**config.mk**
```make
export PLATFORM = sky130hd
export DESIGN_NAME = mbistTop
export DESIGN_NICKNAME = d
export VERILOG_FILES = /design/src/logic/mbist_pkg.sv /design/src/logic/mbistTop.sv /design/src/logic/repairMap.sv /design/src/logic/readCompare.sv /design/src/logic/marchSequencer.sv
export VERILOG_INCLUDE_DIRS = /design/src /design/src/include
export SDC_FILE = /design/constraint.sdc
export NUM_CORES = 1
export LEC_CHECK = 0
export BUFFER_PORTS_ARGS = -buffer_cell sky130_fd_sc_hd__buf_2
export CELL_PAD_IN_SITES_DETAIL_PLACEMENT = 0
export CELL_PAD_IN_SITES_GLOBAL_PLACEMENT = 1
export CORE_ASPECT_RATIO = 1.75
export CORE_MARGIN = 1.5
export CORE_UTILIZATION = 46
export DETAILED_ROUTE_END_ITERATION = 10
export GPL_ROUTABILITY_DRIVEN = 0
export GPL_TIMING_DRIVEN = 0
export HOLD_SLACK_MARGIN = 0.15
export PLACE_DENSITY = 0.93
export RECOVER_POWER = 100
export SYNTH_ARGS = -nofsm -noshare
export SYNTH_HDL_FRONTEND = slang
export SYNTH_SLANG_ARGS = --single-unit
```
**constraint.sdc**
```tcl
create_clock -name clk -period 2.9 [get_ports clk]
set_input_delay 0.145 -clock clk [delete_from_list [all_inputs] [get_ports clk]]
set_output_delay 0.145 -clock clk [all_outputs]
set_load 0.01 [all_outputs]
```
**src/include/mbist_consts.svh**
```systemverilog
// MBIST constants
// Widths, tested row range, spare row base and repair slot count
// for the 512 x 32 single-port SRAM self-test

`ifndef MBIST_CONSTS_SVH
`define MBIST_CONSTS_SVH

// Memory geometry
`define MBIST_ADDR_WD     9
`define MBIST_DATA_WD     32

// Main rows under test run from 0 up to this address
`define MBIST_ADDR_END    9'h1FB

// Spare rows sit above the tested range
`define MBIST_REPAIR_BASE 9'h1FC
`define MBIST_ERR_LIMIT   4

`endif
```
**src/logic/mbist_pkg.sv**
```systemverilog
// MBIST package
// Shared types for the march sequencer, read compare and repair map

`default_nettype none

`include "mbist_consts.svh"

package mbist_pkg;

   // Row address and data word of the SRAM
   typedef logic [`MBIST_ADDR_WD-1:0] bistAddr_t;
   typedef logic [`MBIST_DATA_WD-1:0] bistData_t;

   // Count of used repair slots, 0 to 4
   typedef logic [2:0] slotCnt_t;

   // One memory command, 43 bits
   typedef struct packed {
      logic      en;
      logic      we;
      bistAddr_t addr;
      bistData_t wdata;
   } memCmd_t;

   // March sequencer states
   typedef enum logic [2:0] {
      idle,
      element0,
      element1Read,
      element1Write,
      element2Read,
      element2Write,
      element3,
      drain
   } marchState_t;

endpackage

`default_nettype wire

```
**src/logic/mbistTop.sv**
```systemverilog
// MBIST top
// Sequencer, read compare and repair map around one SRAM port; the
// test owns the memory while active, otherwise functional accesses
// pass through with their address remapped

`timescale 1ns/100ps
`default_nettype none

module mbistTop import mbist_pkg::*; (
   input  logic      clk,
   input  logic      rst_n,
   input  logic      bistStart,
   output logic      bistDone,
   output logic      repairable,
   output slotCnt_t  usedSlots,
   input  memCmd_t   funcCmd,
   output memCmd_t   memCmd,
   input  bistData_t memRdata,
   input  logic      scanLoad,
   input  logic      scanShift,
   input  logic      scanIn,
   output logic      scanOut
);

   memCmd_t   testCmd;
   memCmd_t   remapCmd;
   bistData_t expData;
   bistAddr_t errAddr;
   bistAddr_t mappedAddr;
   logic      readIssued;
   logic      testActive;
   logic      errStrobe;
   logic      startAccepted;

   // Start pulses during a run must not wipe the record
   assign startAccepted = bistStart && !testActive;

   marchSequencer uSeq (
      .clk        (clk),
      .rst_n      (rst_n),
      .bistStart  (bistStart),
      .testCmd    (testCmd),
      .readIssued (readIssued),
      .expData    (expData),
      .testActive (testActive),
      .bistDone   (bistDone)
   );

   readCompare uCmp (
      .clk        (clk),
      .rst_n      (rst_n),
      .testCmd    (testCmd),
      .readIssued (readIssued),
      .expData    (expData),
      .memRdata   (memRdata),
      .errStrobe  (errStrobe),
      .errAddr    (errAddr)
   );

   repairMap uMap (
      .clk        (clk),
      .rst_n      (rst_n),
      .bistStart  (startAccepted),
      .errStrobe  (errStrobe),
      .errAddr    (errAddr),
      .funcAddr   (funcCmd.addr),
      .mappedAddr (mappedAddr),
      .usedSlots  (usedSlots),
      .repairable (repairable),
      .scanLoad   (scanLoad),
      .scanShift  (scanShift),
      .scanIn     (scanIn),
      .scanOut    (scanOut)
   );

   // Functional command with only the address swapped
   always_comb begin
      remapCmd      = funcCmd;
      remapCmd.addr = mappedAddr;
   end

   assign memCmd = testActive ? testCmd : remapCmd;

endmodule

`default_nettype wire

```
**src/logic/repairMap.sv**
```systemverilog
// Repair map
// Records distinct failing rows in four spare slots, redirects
// functional accesses to the spare rows and unloads the record
// through a 36-bit serial scan chain

`timescale 1ns/100ps
`default_nettype none

`include "mbist_consts.svh"

module repairMap import mbist_pkg::*; (
   input  logic      clk,
   input  logic      rst_n,
   input  logic      bistStart,
   input  logic      errStrobe,
   input  bistAddr_t errAddr,
   input  bistAddr_t funcAddr,
   output bistAddr_t mappedAddr,
   output slotCnt_t  usedSlots,
   output logic      repairable,
   input  logic      scanLoad,
   input  logic      scanShift,
   input  logic      scanIn,
   output logic      scanOut
);

   localparam int       slotNum   = `MBIST_ERR_LIMIT;
   localparam int       chainWd   = slotNum * `MBIST_ADDR_WD;
   localparam slotCnt_t slotLimit = slotCnt_t'(`MBIST_ERR_LIMIT);

   bistAddr_t [slotNum-1:0] slotAddr;
   logic [chainWd-1:0]      scanReg;
   logic                    errHit;

   ////////////////////////////////////////////////////////////////////////////
   // Slot record
   ////////////////////////////////////////////////////////////////////////////

   // Failing row already held in a used slot
   always_comb begin
      errHit = 1'b0;
      for (int i = 0; i < slotNum; i++) begin
         if (slotCnt_t'(i) < usedSlots && slotAddr[i] == errAddr) begin
            errHit = 1'b1;
         end
      end
   end

   always_ff @(posedge clk or negedge rst_n) begin
      if (!rst_n) begin
         slotAddr   <= '0;
         usedSlots  <= '0;
         repairable <= 1'b1;
      end else if (bistStart) begin
         // New run drops the old record
         slotAddr   <= '0;
         usedSlots  <= '0;
         repairable <= 1'b1;
      end else if (errStrobe && !errHit) begin
         if (usedSlots < slotLimit) begin
            slotAddr[usedSlots[1:0]] <= errAddr;
            usedSlots                <= usedSlots + 1'b1;
         end else begin
            // Out of spare rows
            repairable <= 1'b0;
         end
      end
   end

   ////////////////////////////////////////////////////////////////////////////
   // Functional remap
   ////////////////////////////////////////////////////////////////////////////

   // Walk down so the lowest matching slot wins
   always_comb begin
      mappedAddr = funcAddr;
      for (int i = slotNum - 1; i >= 0; i--) begin
         if (slotCnt_t'(i) < usedSlots && slotAddr[i] == funcAddr) begin
            mappedAddr = bistAddr_t'(`MBIST_REPAIR_BASE + i);
         end
      end
   end

   ////////////////////////////////////////////////////////////////////////////
   // Scan chain
   ////////////////////////////////////////////////////////////////////////////

   // Slot 3 sits at the top, so it leaves first, MSB first
   always_ff @(posedge clk or negedge rst_n) begin
      if (!rst_n) begin
         scanReg <= '0;
      end else if (scanLoad) begin
         scanReg <= slotAddr;
      end else if (scanShift) begin
         scanReg <= {scanReg[chainWd-2:0], scanIn};
      end
   end

   assign scanOut = scanReg[chainWd-1];

   slotCountInRange: assert property (@(posedge clk) disable iff (!rst_n)
      usedSlots <= slotLimit);

endmodule

`default_nettype wire

```
**src/logic/readCompare.sv**
```systemverilog
// Read compare
// Tags each test read, checks the returned word one cycle later and
// flags a mismatch as a one-cycle error strobe with its address

`timescale 1ns/100ps
`default_nettype none

module readCompare import mbist_pkg::*; (
   input  logic      clk,
   input  logic      rst_n,
   input  memCmd_t   testCmd,
   input  logic      readIssued,
   input  bistData_t expData,
   input  bistData_t memRdata,
   output logic      errStrobe,
   output bistAddr_t errAddr
);

   // One stage of read tags, lined up with the data return
   logic      tagValid;
   bistAddr_t tagAddr;
   bistData_t tagExp;
   logic      mismatch;

   always_ff @(posedge clk or negedge rst_n) begin
      if (!rst_n) begin
         tagValid  <= 1'b0;
         errStrobe <= 1'b0;
      end else begin
         tagValid  <= readIssued && testCmd.en && !testCmd.we;
         errStrobe <= mismatch;
      end
   end

   // Tag payload and failing address
   always_ff @(posedge clk) begin
      tagAddr <= testCmd.addr;
      tagExp  <= expData;
      if (mismatch) begin
         errAddr <= tagAddr;
      end
   end

   // memRdata is valid in the cycle after the read
   assign mismatch = tagValid && (memRdata != tagExp);

   // A tagged read is always a real memory read
   readTagOnRead: assert property (@(posedge clk) disable iff (!rst_n)
      readIssued |-> (testCmd.en && !testCmd.we));

endmodule

`default_nettype wire

```
**src/logic/marchSequencer.sv**
```systemverilog
// March sequencer
// Walks the four march elements over the main rows and issues one
// memory command per cycle, with the expected data for each read

`timescale 1ns/100ps
`default_nettype none

`include "mbist_consts.svh"

module marchSequencer import mbist_pkg::*; (
   input  logic      clk,
   input  logic      rst_n,
   input  logic      bistStart,
   output memCmd_t   testCmd,
   output logic      readIssued,
   output bistData_t expData,
   output logic      testActive,
   output logic      bistDone
);

   localparam bistAddr_t lastAddr = `MBIST_ADDR_END;

   marchState_t state;
   bistAddr_t   addr;
   // Drain counts three cycles for the last compare and capture
   logic [1:0]  drainCnt;

   ////////////////////////////////////////////////////////////////////////////
   // State and address counter
   ////////////////////////////////////////////////////////////////////////////

   always_ff @(posedge clk or negedge rst_n) begin
      if (!rst_n) begin
         state    <= idle;
         addr     <= '0;
         drainCnt <= '0;
         bistDone <= 1'b0;
      end else begin
         case (state)
            idle: begin
               // Start only taken here, so a pulse mid-test is dropped
               if (bistStart) begin
                  state    <= element0;
                  addr     <= '0;
                  drainCnt <= '0;
                  bistDone <= 1'b0;
               end
            end
            element0: begin
               if (addr == lastAddr) begin
                  state <= element1Read;
                  addr  <= '0;
               end else begin
                  addr <= addr + 1'b1;
               end
            end
            element1Read: state <= element1Write;
            element1Write: begin
               // Descending element begins at the top row
               if (addr == lastAddr) begin
                  state <= element2Read;
               end else begin
                  state <= element1Read;
                  addr  <= addr + 1'b1;
               end
            end
            element2Read: state <= element2Write;
            element2Write: begin
               if (addr == '0) begin
                  state <= element3;
               end else begin
                  state <= element2Read;
                  addr  <= addr - 1'b1;
               end
            end
            element3: begin
               if (addr == lastAddr) begin
                  state <= drain;
                  addr  <= '0;
               end else begin
                  addr <= addr + 1'b1;
               end
            end
            drain: begin
               if (drainCnt == 2'd2) begin
                  state    <= idle;
                  bistDone <= 1'b1;
               end else begin
                  drainCnt <= drainCnt + 1'b1;
               end
            end
            default: state <= idle;
         endcase
      end
   end

   ////////////////////////////////////////////////////////////////////////////
   // Command decode
   ////////////////////////////////////////////////////////////////////////////

   always_comb begin
      testCmd      = '0;
      testCmd.addr = addr;
      readIssued   = 1'b0;
      expData      = '0;
      case (state)
         // Write zeros
         element0: begin
            testCmd.en = 1'b1;
            testCmd.we = 1'b1;
         end
         element1Read: begin
            testCmd.en = 1'b1;
            readIssued = 1'b1;
         end
         // Write ones
         element1Write: begin
            testCmd.en    = 1'b1;
            testCmd.we    = 1'b1;
            testCmd.wdata = '1;
         end
         element2Read: begin
            testCmd.en = 1'b1;
            readIssued = 1'b1;
            expData    = '1;
         end
         element2Write: begin
            testCmd.en = 1'b1;
            testCmd.we = 1'b1;
         end
         // Final read of zeros
         element3: begin
            testCmd.en = 1'b1;
            readIssued = 1'b1;
         end
         default: ;
      endcase
   end

   assign testActive = (state != idle);

   // Test commands never reach the spare rows
   cmdInMainRows: assert property (@(posedge clk) disable iff (!rst_n)
      testCmd.en |-> (testCmd.addr <= lastAddr));

endmodule

`default_nettype wire

```
==> results.tsv <==
metric	value	unit
grt_max_degree	57	
worst_path_most_repeated_cell	nor4_1	
crit_path_cell_trace	ha_1 > nand4_1 > nor4_1 > a31oi_1 > o21ai_2 > nor4_1 > a211o_1	
cts_made_buffers	9	
fp.dieH	162.5	um
ios	130	
ys_ff_latch	112	
vdd_drop_max	0.0002643	V
io_buffers	118	
clock-root-buffer	clkbuf_16	
setup_viol_count_final	0	
wirelength	19210	um
synth_top_flop_cell	dfrtp_1	
status	finished, violations left	
slew_headroom	-38.17	%
synth_common_cells	116 x nand2_1, 92 x dfrtp_1, 72 x mux2i_1	
fin_crit	2.756	ns
critPathSlowestCell	nor4_1	
design_area	0.007757	mm2
yosysWarnings	0	
synth-edff-count	9	
synth_cells	708	
synthArstFlopShare	83.04	%
drc	0	
finalClockSkew	0.009249	ns
dieArea	0.01529	mm2
netlist.top_cell.by_area	dfrtp_1	
ys_types	67	
fill_cells	1317	
clk_path_buf_depth	2	
cts_setup_buffers	0	
via_count	5908	
cpPeakStageDelay	0.90	ns
antenna_found_initial	0	
grt_pass1_wl	30010	um
end_kind	flip-flop	
initial_utilization	46.75	%
synth.most_common_cell	nand2_1	
coreArea	0.01430	mm2
area_growth	16.06	%
cts_tree	built	
tns	0	ns
synthesis.area	0.006684	mm2
netlist_top_cells_area	dfrtp_1 34%, mux2i_1 11%, xnor2_1 7.9%	
mappedNetlistNets	797	
h-tree-depth	3	
clock.fmax	0.3629	GHz
p_per_area	507.7	mW/mm2
maxSlewViolCount	38	
rsz0062_at_grt	no	
worstPathArrival	2.99	ns
first_global_vias	5941	
grt_overflow	0	
drv_cap	1	
post-route-period-util	95.02	%
drt_iter0_markers	364	
cts_sinks	112	
drive_above_1_share	14.08	%
dp_hpwl	15220	um
leakage	0.003712	uW
yosysSeqAreaShare	41.88	%
vias_per_cell	5.764	
clk_pin_slew	0.07	ns
worst_hold_path_type	primary input to flip-flop	
drtAntennaViolNets	0	
nets	929	
final_util	54.26	%
syn_avg_cell_area	9.441	um2
diodes	0	
synth_top_area_share	34.44	%
tightest_slew	2.072	ns
critPathMaxFanout	9	
crit_required	3.14	ns
avgRoutedWirePerCell	18.74	um
die_w	94.12	um
register_area	0.002799	mm2
hold_viol	0	
violations	capacitance limit, slew limit	
placed_area	0.007530	mm2
num_rows	58	
grt.total_usage	26.10	%
start_kind	flip-flop	
insertion_delay	0.36	ns
worstSetupPathType	flip-flop to flip-flop	
first_pass_iters	5	
multiInputGateArea	0.003533	mm2
==> path summary, 6_finish.rpt <==
check / slack [ns] / endpoint / start / depth (start not counted)
max: 0.14 / uSeq.addr[0]$_DFFE_PN0P_ / uSeq.addr[0]$_DFFE_PN0P_ / 7
min: 0.21 / uMap.usedSlots[0]$_DFFE_PN0P_ / bistStart / 3
max reg2reg: 0.14 / uSeq.addr[0]$_DFFE_PN0P_ / uSeq.addr[0]$_DFFE_PN0P_ / 7
min reg2reg: 0.36 / uCmp.tagAddr[6]$_DFF_P_ / uSeq.addr[6]$_DFFE_PN0P_ / 0
max in group asynchronous: 0.79 / uMap.slotAddr[2]$_DFFE_PN0P_ / rst_n / 2
min in group asynchronous: 0.91 / uMap.scanReg[34]$_DFFE_PN0P_ / rst_n / 2
==> sequential cells by signal, indices dropped and copies added (netlist names) <==
name	cells
uCmp.tagValid	1
uSeq.addr	9
uCmp.tagAddr	9
uCmp.errStrobe	1
uCmp.errAddr	9
uMap.usedSlots	3
uSeq.state	3
uMap.scanReg	36
uMap.repairable	1
uMap.slotAddr	36
uSeq.bistDone	1
uSeq.drainCnt	2
uCmp.tagExp	1
==> metrics by stage <==
step / hold WS (ns) / setup slack (ns) / cells / power [uW]
after floorplan: -0.1506 / 0.9218 / 708 / 2350
after global placement: 0.3455 / 0.3305 / 1006 / 2672
after detailed placement: 0.1395 / 0.3143 / 1007 / 2685
after CTS: 0.2047 / 0.1132 / 1025 / 3963
after global routing: 0.2258 / 0.03848 / 1025 / 4103
final: 0.2120 / 0.1444 / 1025 / 3938
==> what timing repair did <==
| action | in CTS | in global routing |
|---|---|---|
| hold buffers | 2 | 0 |
| endpoints found under the hold margin | 38 | 0 |
| endpoints found under the setup margin | 0 | 20 |
| gates resized for setup | 0 | 1 |
==> layer usage <==
| metal | GRT usage [%] | part of all wire (%) | up-vias |
|---|---|---|---|
| met4 | 19.00 | 7.2 | 0 |
| met1 | 25.51 | 34 | 2787 |
| met3 | 3.595 | 4.4 | 90 |
| met2 | 48.55 | 55 | 279 |
| met5 | 0 | 0 | - |
| li1 | - | - | 2752 |
==> layout make-up <==
type / count / share of cell area (%)
Clock buffer: 11 / 3.258
Multi-Input combinational cell: 528 / 45.55
Sequential cell: 112 / 36.08
Timing Repair Buffer: 121 / 7.532
Inverter: 11 / 0.5323
Tap cell: 180 / 2.903
Buffer: 57 / 3.323
Clock inverter: 5 / 0.8226
==> worst max-delay path: cells and delay by family, from the launching register on <==
family	cells	cell delay, ns
adder cells (fa/ha/maj)	1	0.30
AO/OA/AOI/OAI	3	0.73
flip-flops	1	0.53
AND/OR/NAND/NOR	3	1.09
==> layout by cell type, fill, tap and decap left out, types with 14 or more instances in the layout <==
master and n:
nand2_1 119, a21o_1 34, buf_2 85, nor2_1 21, a21oi_1 17, xnor2_1 60
nand4_1 19, nor3_1 14, mux2i_1 72, o21ai_0 57, dfrtp_1 92, clkbuf_1 83
xor2_1 16
==> kinds of logic (layout without fill, tap and decap cells) <==
| family | after synthesis | after routing | synth area share [%] |
|---|---|---|---|
| AOI/OAI and AO/OA | 152 | 152 | 14.68 |
| xor gates and xnor gates | 76 | 76 | 9.959 |
| adders and majority gates | 8 | 8 | 1.498 |
| buffers and inverters | 68 | 205 | 4.886 |
| DFF | 112 | 112 | 41.88 |
| muxes | 72 | 72 | 10.78 |
| and+or+nand+nor | 220 | 220 | 16.32 |
==> where the power goes <==
part	total, uW	switching, uW	internal (uW)
Clock	1290	570	725
Sequential	1770	84.9	1690
Combinational	873	539	333
Total	3940	1190	2740
Power figures use the tool's default switching activity.
